===== src/cnn_pkg.sv =====
`default_nettype none

package cnn_pkg;

    typedef logic [7:0]  byte_t;
    typedef logic [15:0] addr_t;
    typedef logic [15:0] file_idx_t;

    typedef enum logic {
        OP_READ  = 1'b0,
        OP_WRITE = 1'b1
    } xfer_op_e;

    // Request headers, 'R' and 'W'
    localparam byte_t HDR_READ  = 8'h52;
    localparam byte_t HDR_WRITE = 8'h57;

    // Host file numbers of the classification layer
    localparam file_idx_t FILE_INPUT  = 16'd2402;
    localparam file_idx_t FILE_MATRIX = 16'd2406;
    localparam file_idx_t FILE_BIAS   = 16'd2446;
    localparam file_idx_t FILE_ANSWER = 16'd2447;

    typedef enum logic [2:0] {
        FT_IDLE,
        FT_SEND_HEAD,
        FT_SEND_INDEX,
        FT_READ_BYTE,
        FT_WRITE_BYTE,
        FT_WAIT_TX,
        FT_DONE
    } ft_state_e;

    typedef enum logic [2:0] {
        L_IDLE,
        L_LOAD_INPUT,
        L_LOAD_MATRIX,
        L_LOAD_BIAS,
        L_COMPUTE,
        L_STORE_ANSWER,
        L_FIN
    } layer_state_e;

endpackage

`default_nettype wire


===== src/cnn_classifier.sv =====
`timescale 1ns/1ps
`default_nettype none

module cnn_classifier #(
    parameter int INPUT_LEN    = 16,
    parameter int CLASSES      = 4,
    parameter int CLKS_PER_BIT = 8
) (
    input  logic clk,
    input  logic reset,
    input  logic rx,
    input  logic start,
    output logic tx,
    output logic finished
);
    import cnn_pkg::*;

    byte_t     rx_data;
    logic      rx_rdy;
    byte_t     tx_data;
    logic      tx_en;
    logic      tx_busy;
    logic      xfer_go;
    xfer_op_e  xfer_op;
    file_idx_t xfer_file;
    logic      xfer_done;
    logic      mem_we;
    addr_t     mem_waddr;
    byte_t     mem_wdata;
    addr_t     mem_raddr;
    byte_t     mem_rdata;

    uart_rx #(
        .CLKS_PER_BIT(CLKS_PER_BIT)
    ) u_rx (
        .clk    (clk),
        .reset  (reset),
        .rx     (rx),
        .rx_data(rx_data),
        .rx_rdy (rx_rdy)
    );

    file_transfer #(
        .INPUT_LEN(INPUT_LEN),
        .CLASSES  (CLASSES)
    ) u_xfer (
        .clk      (clk),
        .reset    (reset),
        .xfer_go  (xfer_go),
        .xfer_op  (xfer_op),
        .xfer_file(xfer_file),
        .rx_data  (rx_data),
        .rx_rdy   (rx_rdy),
        .tx_busy  (tx_busy),
        .mem_rdata(mem_rdata),
        .xfer_done(xfer_done),
        .tx_data  (tx_data),
        .tx_en    (tx_en),
        .mem_we   (mem_we),
        .mem_waddr(mem_waddr),
        .mem_wdata(mem_wdata),
        .mem_raddr(mem_raddr)
    );

    dense_layer #(
        .INPUT_LEN(INPUT_LEN),
        .CLASSES  (CLASSES)
    ) u_layer (
        .clk      (clk),
        .reset    (reset),
        .start    (start),
        .xfer_done(xfer_done),
        .mem_we   (mem_we),
        .mem_waddr(mem_waddr),
        .mem_wdata(mem_wdata),
        .mem_raddr(mem_raddr),
        .finished (finished),
        .xfer_go  (xfer_go),
        .xfer_op  (xfer_op),
        .xfer_file(xfer_file),
        .mem_rdata(mem_rdata)
    );

    uart_tx #(
        .CLKS_PER_BIT(CLKS_PER_BIT)
    ) u_tx (
        .clk    (clk),
        .reset  (reset),
        .tx_data(tx_data),
        .tx_en  (tx_en),
        .tx     (tx),
        .tx_busy(tx_busy)
    );

endmodule

`default_nettype wire


===== src/dense_layer.sv =====
`timescale 1ns/1ps
`default_nettype none

module dense_layer #(
    parameter int INPUT_LEN = 16,
    parameter int CLASSES   = 4
) (
    input  logic               clk,
    input  logic               reset,
    input  logic               start,
    input  logic               xfer_done,
    input  logic               mem_we,
    input  cnn_pkg::addr_t     mem_waddr,
    input  cnn_pkg::byte_t     mem_wdata,
    input  cnn_pkg::addr_t     mem_raddr,
    output logic               finished,
    output logic               xfer_go,
    output cnn_pkg::xfer_op_e  xfer_op,
    output cnn_pkg::file_idx_t xfer_file,
    output cnn_pkg::byte_t     mem_rdata
);
    import cnn_pkg::*;

    localparam int    MEM_SIZE  = INPUT_LEN + CLASSES * INPUT_LEN + 2 * CLASSES;
    localparam int    AW        = $clog2(MEM_SIZE);
    localparam int    XW        = $clog2(INPUT_LEN);
    localparam int    SW        = $clog2(INPUT_LEN + 2);
    localparam int    CW        = $clog2(CLASSES + 1);
    localparam addr_t MAT_BASE  = addr_t'(INPUT_LEN);
    localparam addr_t BIAS_BASE = addr_t'(INPUT_LEN + CLASSES * INPUT_LEN);
    localparam addr_t ANS_BASE  = BIAS_BASE + addr_t'(CLASSES);
    localparam logic [SW-1:0] LAST_STEP = SW'(INPUT_LEN + 1);

    layer_state_e  state;
    logic [CW-1:0] cls;
    logic [SW-1:0] step;     // 0 bias fetch, 1 bias load, then one product each
    addr_t         w_addr;   // Walks the matrix row-major
    byte_t         acc;

    byte_t         mem [MEM_SIZE];
    byte_t         x_vec [INPUT_LEN];   // Input copy, the second MAC operand
    byte_t         dp_rdata;
    addr_t         dp_raddr;
    logic [XW-1:0] x_idx;
    byte_t         prod;
    byte_t         mac_sum;
    logic          calc_we;
    logic          wr_en;
    addr_t         wr_addr;
    byte_t         wr_data;

    assign dp_raddr = (step == '0) ? BIAS_BASE + addr_t'(cls) : w_addr;
    assign x_idx    = XW'(step - SW'(2));
    assign prod     = x_vec[x_idx] * dp_rdata;   // Low 8 bits only
    assign mac_sum  = acc + prod;
    assign calc_we  = (state == L_COMPUTE) && (step == LAST_STEP);

    // Transfers and answer stores never overlap in time
    assign wr_en   = mem_we || calc_we;
    assign wr_addr = mem_we ? mem_waddr : ANS_BASE + addr_t'(cls);
    assign wr_data = mem_we ? mem_wdata : mac_sum;

    always_ff @(posedge clk) begin
        if (wr_en)
            mem[wr_addr[AW-1:0]] <= wr_data;
        if (mem_we && mem_waddr < MAT_BASE)
            x_vec[mem_waddr[XW-1:0]] <= mem_wdata;
        mem_rdata <= mem[mem_raddr[AW-1:0]];
        dp_rdata  <= mem[dp_raddr[AW-1:0]];
    end

    always_ff @(posedge clk or posedge reset) begin
        if (reset) begin
            state     <= L_IDLE;
            finished  <= 1'b0;
            xfer_go   <= 1'b0;
            xfer_op   <= OP_READ;
            xfer_file <= FILE_INPUT;
            cls       <= '0;
            step      <= '0;
            w_addr    <= '0;
            acc       <= '0;
        end else begin
            xfer_go <= 1'b0;
            case (state)
                L_IDLE, L_FIN: begin
                    if (start) begin
                        finished  <= 1'b0;
                        xfer_go   <= 1'b1;
                        xfer_op   <= OP_READ;
                        xfer_file <= FILE_INPUT;
                        state     <= L_LOAD_INPUT;
                    end
                end
                L_LOAD_INPUT: begin
                    if (xfer_done) begin
                        xfer_go   <= 1'b1;
                        xfer_file <= FILE_MATRIX;
                        state     <= L_LOAD_MATRIX;
                    end
                end
                L_LOAD_MATRIX: begin
                    if (xfer_done) begin
                        xfer_go   <= 1'b1;
                        xfer_file <= FILE_BIAS;
                        state     <= L_LOAD_BIAS;
                    end
                end
                L_LOAD_BIAS: begin
                    if (xfer_done) begin
                        cls    <= '0;
                        step   <= '0;
                        w_addr <= MAT_BASE;
                        state  <= L_COMPUTE;
                    end
                end
                L_COMPUTE: begin
                    if (step == SW'(1))
                        acc <= dp_rdata;   // Bias seeds the sum
                    else if (step != '0)
                        acc <= mac_sum;
                    if (step != '0 && step != LAST_STEP)
                        w_addr <= w_addr + 1'b1;
                    if (step == LAST_STEP) begin
                        step <= '0;
                        cls  <= cls + 1'b1;
                        if (cls == CW'(CLASSES - 1)) begin
                            xfer_go   <= 1'b1;
                            xfer_op   <= OP_WRITE;
                            xfer_file <= FILE_ANSWER;
                            state     <= L_STORE_ANSWER;
                        end
                    end else begin
                        step <= step + 1'b1;
                    end
                end
                L_STORE_ANSWER: begin
                    if (xfer_done) begin
                        finished <= 1'b1;
                        state    <= L_FIN;
                    end
                end
                default: state <= L_IDLE;
            endcase
        end
    end

endmodule

`default_nettype wire


===== src/file_transfer.sv =====
`timescale 1ns/1ps
`default_nettype none

module file_transfer #(
    parameter int INPUT_LEN = 16,
    parameter int CLASSES   = 4
) (
    input  logic               clk,
    input  logic               reset,
    input  logic               xfer_go,
    input  cnn_pkg::xfer_op_e  xfer_op,
    input  cnn_pkg::file_idx_t xfer_file,
    input  cnn_pkg::byte_t     rx_data,
    input  logic               rx_rdy,
    input  logic               tx_busy,
    input  cnn_pkg::byte_t     mem_rdata,
    output logic               xfer_done,
    output cnn_pkg::byte_t     tx_data,
    output logic               tx_en,
    output logic               mem_we,
    output cnn_pkg::addr_t     mem_waddr,
    output cnn_pkg::byte_t     mem_wdata,
    output cnn_pkg::addr_t     mem_raddr
);
    import cnn_pkg::*;

    localparam addr_t MAT_BASE  = addr_t'(INPUT_LEN);
    localparam addr_t BIAS_BASE = addr_t'(INPUT_LEN + CLASSES * INPUT_LEN);
    localparam addr_t ANS_BASE  = BIAS_BASE + addr_t'(CLASSES);

    ft_state_e state;
    ft_state_e ret_state;   // Resumed after FT_WAIT_TX
    xfer_op_e  op;
    file_idx_t file;
    logic      idx_high;
    addr_t     pos;
    addr_t     reg_start;
    addr_t     reg_end;     // Last address of the region

    always_comb begin
        case (file)
            FILE_INPUT: begin
                reg_start = '0;
                reg_end   = MAT_BASE - 1'b1;
            end
            FILE_MATRIX: begin
                reg_start = MAT_BASE;
                reg_end   = BIAS_BASE - 1'b1;
            end
            FILE_BIAS: begin
                reg_start = BIAS_BASE;
                reg_end   = ANS_BASE - 1'b1;
            end
            FILE_ANSWER: begin
                reg_start = ANS_BASE;
                reg_end   = ANS_BASE + addr_t'(CLASSES - 1);
            end
            default: begin   // Unknown file moves a single byte
                reg_start = '0;
                reg_end   = '0;
            end
        endcase
    end

    assign mem_raddr = pos;

    always_ff @(posedge clk or posedge reset) begin
        if (reset) begin
            state     <= FT_IDLE;
            ret_state <= FT_IDLE;
            op        <= OP_READ;
            file      <= '0;
            idx_high  <= 1'b0;
            pos       <= '0;
            xfer_done <= 1'b0;
            tx_data   <= '0;
            tx_en     <= 1'b0;
            mem_we    <= 1'b0;
            mem_waddr <= '0;
            mem_wdata <= '0;
        end else begin
            xfer_done <= 1'b0;
            tx_en     <= 1'b0;
            mem_we    <= 1'b0;
            case (state)
                FT_IDLE: begin
                    if (xfer_go) begin
                        op    <= xfer_op;
                        file  <= xfer_file;
                        state <= FT_SEND_HEAD;
                    end
                end
                FT_SEND_HEAD: begin
                    if (!tx_busy) begin
                        tx_data   <= (op == OP_READ) ? HDR_READ : HDR_WRITE;
                        tx_en     <= 1'b1;
                        idx_high  <= 1'b1;
                        ret_state <= FT_SEND_INDEX;
                        state     <= FT_WAIT_TX;
                    end
                end
                FT_SEND_INDEX: begin
                    if (!tx_busy) begin
                        tx_en    <= 1'b1;
                        idx_high <= 1'b0;
                        state    <= FT_WAIT_TX;
                        if (idx_high) begin
                            tx_data   <= file[15:8];
                            ret_state <= FT_SEND_INDEX;
                        end else begin
                            tx_data   <= file[7:0];
                            pos       <= reg_start;
                            ret_state <= (op == OP_READ) ? FT_READ_BYTE : FT_WRITE_BYTE;
                        end
                    end
                end
                FT_READ_BYTE: begin
                    if (rx_rdy) begin
                        mem_we    <= 1'b1;
                        mem_waddr <= pos;
                        mem_wdata <= rx_data;
                        pos       <= pos + 1'b1;
                        if (pos == reg_end)
                            state <= FT_DONE;
                    end
                end
                FT_WRITE_BYTE: begin
                    if (!tx_busy) begin
                        tx_data   <= mem_rdata;   // Fetched while the last byte went out
                        tx_en     <= 1'b1;
                        pos       <= pos + 1'b1;
                        ret_state <= (pos == reg_end) ? FT_DONE : FT_WRITE_BYTE;
                        state     <= FT_WAIT_TX;
                    end
                end
                FT_WAIT_TX: begin
                    // Busy rises a cycle after tx_en
                    if (!tx_en && !tx_busy)
                        state <= ret_state;
                end
                FT_DONE: begin
                    xfer_done <= 1'b1;
                    state     <= FT_IDLE;
                end
                default: state <= FT_IDLE;
            endcase
        end
    end

endmodule

`default_nettype wire


===== src/uart_rx.sv =====
`timescale 1ns/1ps
`default_nettype none

module uart_rx #(
    parameter int CLKS_PER_BIT = 8
) (
    input  logic           clk,
    input  logic           reset,
    input  logic           rx,
    output cnn_pkg::byte_t rx_data,
    output logic           rx_rdy
);
    import cnn_pkg::*;

    localparam int CW = $clog2(CLKS_PER_BIT);

    logic          rx_s1;
    logic          rx_s2;
    logic          rx_s3;     // Previous synced level, for edge detect
    logic          active;
    logic [3:0]    bit_idx;   // 0 start, 1..8 data, 9 stop
    logic [CW-1:0] clk_cnt;
    byte_t         shift;

    always_ff @(posedge clk or posedge reset) begin
        if (reset) begin
            rx_s1 <= 1'b1;
            rx_s2 <= 1'b1;
            rx_s3 <= 1'b1;
        end else begin
            rx_s1 <= rx;
            rx_s2 <= rx_s1;
            rx_s3 <= rx_s2;
        end
    end

    always_ff @(posedge clk or posedge reset) begin
        if (reset) begin
            active  <= 1'b0;
            bit_idx <= '0;
            clk_cnt <= '0;
            shift   <= '0;
            rx_data <= '0;
            rx_rdy  <= 1'b0;
        end else begin
            rx_rdy <= 1'b0;
            if (!active) begin
                if (rx_s3 && !rx_s2) begin
                    active  <= 1'b1;
                    bit_idx <= '0;
                    clk_cnt <= CW'(CLKS_PER_BIT / 2 - 1);   // Half a bit to mid-start
                end
            end else if (clk_cnt != '0) begin
                clk_cnt <= clk_cnt - 1'b1;
            end else begin
                clk_cnt <= CW'(CLKS_PER_BIT - 1);
                bit_idx <= bit_idx + 1'b1;
                if (bit_idx == 4'd0) begin
                    active <= !rx_s2;   // Start bit gone high means a glitch
                end else if (bit_idx == 4'd9) begin
                    active <= 1'b0;
                    if (rx_s2) begin
                        rx_data <= shift;
                        rx_rdy  <= 1'b1;
                    end
                end else begin
                    shift <= {rx_s2, shift[7:1]};   // LSB first
                end
            end
        end
    end

endmodule

`default_nettype wire


===== src/uart_tx.sv =====
`timescale 1ns/1ps
`default_nettype none

module uart_tx #(
    parameter int CLKS_PER_BIT = 8
) (
    input  logic           clk,
    input  logic           reset,
    input  cnn_pkg::byte_t tx_data,
    input  logic           tx_en,
    output logic           tx,
    output logic           tx_busy
);

    localparam int CW = $clog2(CLKS_PER_BIT);

    logic [8:0]    frame;       // Data bits then the stop bit
    logic [3:0]    bits_left;
    logic [CW-1:0] clk_cnt;

    always_ff @(posedge clk or posedge reset) begin
        if (reset) begin
            tx        <= 1'b1;
            tx_busy   <= 1'b0;
            frame     <= '1;
            bits_left <= '0;
            clk_cnt   <= '0;
        end else if (tx_en && !tx_busy) begin
            tx        <= 1'b0;   // Start bit
            tx_busy   <= 1'b1;
            frame     <= {1'b1, tx_data};
            bits_left <= 4'd9;
            clk_cnt   <= CW'(CLKS_PER_BIT - 1);
        end else if (tx_busy) begin
            if (clk_cnt != '0) begin
                clk_cnt <= clk_cnt - 1'b1;
            end else if (bits_left != '0) begin
                tx        <= frame[0];
                frame     <= {1'b1, frame[8:1]};
                bits_left <= bits_left - 1'b1;
                clk_cnt   <= CW'(CLKS_PER_BIT - 1);
            end else begin
                tx_busy <= 1'b0;   // End of stop bit
            end
        end
    end

endmodule

`default_nettype wire

===== config.mk =====
export PLATFORM = sky130hd
export DESIGN_NAME = cnn_classifier
export DESIGN_NICKNAME = d
export VERILOG_FILES = /design/src/cnn_pkg.sv /design/src/cnn_classifier.sv /design/src/dense_layer.sv /design/src/file_transfer.sv /design/src/uart_rx.sv /design/src/uart_tx.sv
export SDC_FILE = /design/constraint.sdc
export NUM_CORES = 2
export LEC_CHECK = 0
export ABC_AREA = 1
export BUFFER_PORTS_ARGS = -buffer_cell sky130_fd_sc_hd__buf_2
export CAP_MARGIN = 20
export CORE_MARGIN = 8
export CORE_UTILIZATION = 30
export CTS_CLUSTER_DIAMETER = 60
export DETAILED_ROUTE_END_ITERATION = 12
export PLACE_DENSITY = 0.47
export SLEW_MARGIN = 40
export SYNTH_ARGS = -nofsm -noshare
export SYNTH_HDL_FRONTEND = slang
export SYNTH_SLANG_ARGS = --single-unit

===== constraint.sdc =====
create_clock -name clk -period 10.9 [get_ports clk]
set_input_delay 0.545 -clock clk [delete_from_list [all_inputs] [get_ports clk]]
set_output_delay 0.545 -clock clk [all_outputs]
set_load 0.05 [all_outputs]

## After elaboration in Yosys (flattened, before gate mapping)

Memory sizes are Yosys's and may differ from the RTL's. A register that Yosys moved wholly into a read port is not among the register bits.
Cells that the tools add are included.
Widths: inputs -> output; s select.

| operators by class | value |
|---|---|
| reductions and logical operators | 52 |
| multiply operators | 1 |
| multiplexer cells | 113 |
| equal/unequal tests | 41 |
| bitwise operators | 3 |
| magnitude comparators | 1 |
| add/sub/neg operators | 12 |

Operator list:

| cell | number |
|---|---|
| $mux 16 | 11 |
| $mux 3 | 27 |
| $eq 16x12->1 const B | 4 |
| $pmux 16 s4 | 1 |
| $mux 8 | 7 |
| $pmux 16 s3 | 1 |
| $mux 1 | 37 |
| $mux 9 | 4 |
| $add 16x1->16 const B | 2 |
| $pmux 16 s2 | 1 |
| $ne 2x2->1 const B | 15 |
| $mux 4 | 7 |
| $pmux 7 s4 | 1 |
| $pmux 8 s3 | 1 |
| $pmux 7 s3 | 1 |
| $eq 3x3->1 const B | 6 |
| $pmux 3 s6 | 1 |
| $eq 16x7->1 | 1 |
| $lt 16x5->1 const B | 1 |
| $reduce_bool 2->1 | 8 |
| $eq 3x2->1 const B | 5 |
| $reduce_and 3->1 | 5 |
| $reduce_and 5->1 | 3 |
| $reduce_bool 3->1 | 5 |
| 39 further kinds | 68 |

| storage, ports and cells | value |
|---|---|
| memories kept | 2 |
| bits of input ports | 4 |
| register bits after elaboration | 175 |
| output and inout bits | 2 |
| word-level logic and storage cells | 260 |
| memory bits (writable) | 832 |

Memories:

| name | words | bits a word | read ports | clocked after memory_dff | wr ports | line | text |
|---|---|---|---|---|---|---|---|
| u_layer.mem | 88 | 8 | 2 | 2 | 1 | dense_layer.sv:40 | `byte_t mem [MEM_SIZE];` |
| u_layer.x_vec | 16 | 8 | 1 | 0 | 1 | dense_layer.sv:41 | `byte_t x_vec [INPUT_LEN];` |

## Logic depth before layout (Yosys ltp)

| depth | value |
|---|---|
| word-level depth | 6 |
| depth in mapped cells | 33 |
| mapped depth without buffers | 31 |

## Cells and area by module

A second synthesis with hierarchy kept.

| second synthesis, totals | value |
|---|---|
| cell total of the unflattened synthesis | 5061 |
| area total of the unflattened synthesis | 49210.9 um^2 |

Modules (own cells, without submodules):

| module | seq. area each (um^2) | area each (um^2) | times used | cells each |
|---|---|---|---|---|
| dense_layer | 26131.3 | 43430.4 | 1 | 4368 |
| file_transfer | 1876.8 | 3679.8 | 1 | 454 |
| uart_rx | 704.4 | 1249.9 | 1 | 134 |
| uart_tx | 436.7 | 850.8 | 1 | 105 |

## Worst setup path after synthesis

OpenSTA, ideal clock, no wires.

| timing path | value |
|---|---|
| path kind | reg2reg |
| start | reg u_layer.step[1] |
| end | mem u_layer.mem[0][6] (netlist name), data pin |
| slack | 1.969 ns |
| setup time | 0.887 ns |
| stages on the path, launching flop included | 22 |
| data required time | 10.013 ns |
| buffers on the path | 3 |
| period minus slack after synthesis | 8.931 ns |
| data arrival time | 8.044 ns |
| path through | dfrtp_1 -> clkinv_1 -> clkbuf_1 -> ha_1 -> buf_2 -> inv_1 -> clkbuf_1 -> nand3_1 -> nand3_1 -> nand2_1 -> nand2_1 -> fa_1 -> fa_1 -> inv_1 -> fa_1 -> inv_1 -> fa_1 -> inv_1 -> ha_1 -> inv_1 -> xor2_1 -> o21ai_0 |

| on the way | value |
|---|---|
| word-level cells in the longest chain between the ends | 5 |

Ends and longest elaborated chain:

| element | line | text |
|---|---|---|
| start, declared | dense_layer.sv:36 | `logic [SW-1:0] step;` |
| start signal, assigned | dense_layer.sv:134 | `step <= step + 1'b1;` |
| $sub 4x2->4 | dense_layer.sv:53 | `assign x_idx = XW'(step - SW'(2));` |
| $mem_v2 16x8 | -- |  |
| $mul 8x8->8 | dense_layer.sv:54 | `assign prod = x_vec[x_idx] * dp_rdata;` |
| $add 8x8->8 | dense_layer.sv:55 | `assign mac_sum = acc + prod;` |
| $mux 8 | dense_layer.sv:61 | `assign wr_data = mem_we ? mem_wdata : mac_sum;` |
| via u_layer.wr_data[6] | dense_layer.sv:50 | `byte_t wr_data;` |
| end, declared | dense_layer.sv:40 |  |

The timed path passes the listed nets, and every way through them passes these cells.

## Final worst setup path

| timing path | value |
|---|---|
| start | reg u_layer.step[1] |
| end | mem u_layer.mem[70][7] (netlist name), data pin |

Same word-level chain as after synthesis.

==> metrics <==
Crit-path slowest cell=ha_1; Post-synth ARST share=14.3%; Setup Slack @ Placement=3.51 ns; die height=415 um; Die W=415 um; fraction of layout instances using a drive strength above 1=8.35%; Synth area leaders=edfxtp_1 (52%), dfrtp_1 (6.8%), nand2_1 (5.6%); Final min period=7.43 ns; CP startpoint kind=flip-flop; CP top delay family=adder cells; fmax=0.135 GHz; Gate Count Post-Synth=4760; nets@finish=4706; Yosys top cell area share=52.4%; Max Root-Sink Buffers=3; H-tree levels=3; DP Wirelength=95500 um; top sig layer=met4; GPL Wtd Cong=0.865; worst hold path class=flip-flop to flip-flop; slowest cell delay on critical path=0.86 ns; GRT Total Usage=18.0%; Main synth FF type=edfxtp_1; Iter 0 DRT Violations=3997; mapped cell area=47700 um^2; syn_nets=4816; most numerous cell in the Yosys netlist=edfxtp_1; Worst-Margin Slew=1.00 ns; placed cells=6602; Crit Path Max Fanout=88; Clk Latency, worst-skew pair=0.75 ns; crit-path most repeated cell=nand2_1; setup violators final=0; starting density of the core=30.1%; row count=146; PnR worst setup slack=3.47 ns; Residual DRC=0; Pre-antenna DRT Iters=6; Post-CTS Setup Bufs=0; Mean Syn Cell Area=10.0 um^2; final hold vios=0; # hold bufs at CTS=2; antenna-violating nets left=0; YS warnings=0; Slew Limit Fails=0; clock sink count=990; initial antenna violation count=2; CP arrival=7.74 ns; Max-cap violations=0; status=finished clean; RSZ-0062 raised after global routing=false; final WL=162000 um; post-route setup TNS=0 ns; top cells by count, synth=edfxtp_1 (832), nand2_1 (709), nor2_1 (619), o21ai_0 (464), inv_1 (346); library cells used by synthesis=60; vias in the first global route=35146; Post-Route Skew=0.0357 ns; DR WL met2=74600 um; WP buf/inv=8; period utilization=68.1%; worst path required time=11.21 ns; CP endpoint kind=flip-flop; global-route wire length before repair=237000 um; post-route insts no fill=6816; CTS root buffer=clkbuf_16; clock slew at reported path FFs=0.06 ns; R2R Setup Slk=3.47 ns; Vias/cell=5.37; core area=158000 um^2; Top Ports=6; met1 WL=70100 um; antenna fix cells=0; vias=36594; die area=172000 um^2; slew margin rel.=32.4%; area leader, netlist=edfxtp_1; Fin Hold WS=0.363 ns; critical path class=flip-flop to flip-flop; Seq cells post-synth=990; GR Overflow Total=0; post-synthesis sequential area ratio=60.5%; Port-buffer cells=5; pin count of the biggest net entering global routing=165; P&R area growth vs syn=12.2%; CTS tree=yes; wire length per cell=23.7 um; WL met3=10800 um; Post-synth EDFFs=832; CTS resizes=0; CTS buffer count=114
## final cells by class
cell class,instances,area [um^2]
Timing Repair Buffer,82,737
Clock buffer,145,3010
Fill cell,15878,105000
Inverter,361,1380
Multi-Input combinational cell,3101,16300
Tap cell,2072,2590
Clock inverter,65,658
Sequential cell,990,28900
## metal layers
| layer | vias to the layer above | GRT usage, % |
|---|---|---|
| li1 | 16783 | - |
| met1 | 18061 | 24.3 |
| met2 | 1436 | 29.3 |
| met3 | 314 | 2.64 |
| met4 | 0 | 6.98 |
| met5 | - | 0 |
## path summary, 6_finish.rpt
path                            cells after the start                 end             from
worst max register to register                     28  u_layer.mem[70][7]  u_layer.step[1]
min in group asynchronous                           3     u_rx.clk_cnt[0]            reset
worst min-delay path                                0          u_rx.rx_s2       u_rx.rx_s1
max in group asynchronous                           4       u_xfer.mem_we            reset
worst max-delay path                               28  u_layer.mem[70][7]  u_layer.step[1]
worst min register to register                      0          u_rx.rx_s2       u_rx.rx_s1
## stage by stage
step / area, um^2 / utilization [%]
final: 53500 / 33.8
after global routing: 53500 / 33.8
after CTS: 53400 / 33.8
after detailed placement: 49700 / 31.4
after global placement: 49500 / 31.3
after floorplan: 47700 / -
## flip-flops by register name, summed over array words and instances, names as in the netlist, 7 cells and up
register / cells
u_xfer.mem_wdata: 8
u_layer.mem: 704
u_tx.frame: 8
u_rx.shift: 8
u_xfer.mem_raddr: 16
u_rx.rx_data: 8
u_layer.x_vec: 128
u_layer.mem_rdata: 8
u_layer.dp_rdata: 8
u_xfer.mem_waddr: 16
u_layer.acc: 8
u_xfer.tx_data: 8
u_layer.w_addr: 7
## cells in the final DEF (no fill, tap or decap), types with 11 or more instances in the layout
cell type    n
o21ai_1     60
nand3_1    293
nand2_1    700
or2_2       13
a21oi_1    144
nor2_1     548
or2_0       11
dfstp_2     13
buf_4       61
fa_1        18
o31ai_1     24
or2_1       26
inv_1      340
nor2_2      73
o211ai_1   266
o21ai_0    462
clkbuf_1    28
dfrtp_1    122
o221ai_1    31
dfxtp_1     16
ha_1        34
edfxtp_1   832
clkinv_1    26
a31oi_1     14
nor3_1      56
clkinv_2    16
nand4_1     13
clkbuf_16  115
o22ai_1    215
## logic make-up (layout without fill, tap and decap cells)
family | count (synthesis) | in the layout | share of synthesized area (%)
XOR/XNOR | 15 | 15 | 0.291
flip-flops | 990 | 990 | 60.5
adder cells (fa/ha/maj) | 52 | 52 | 1.65
AND/OR/NAND/NOR | 1763 | 1763 | 15.3
multiplexers | 1 | 1 | 0.0236
buffers and inverters | 669 | 653 | 6.11
AO/OA/AOI/OAI | 1270 | 1270 | 16.1
Power is not shown: default switching activity piles up to over one toggle a cycle in this logic, so the estimate is an artifact.
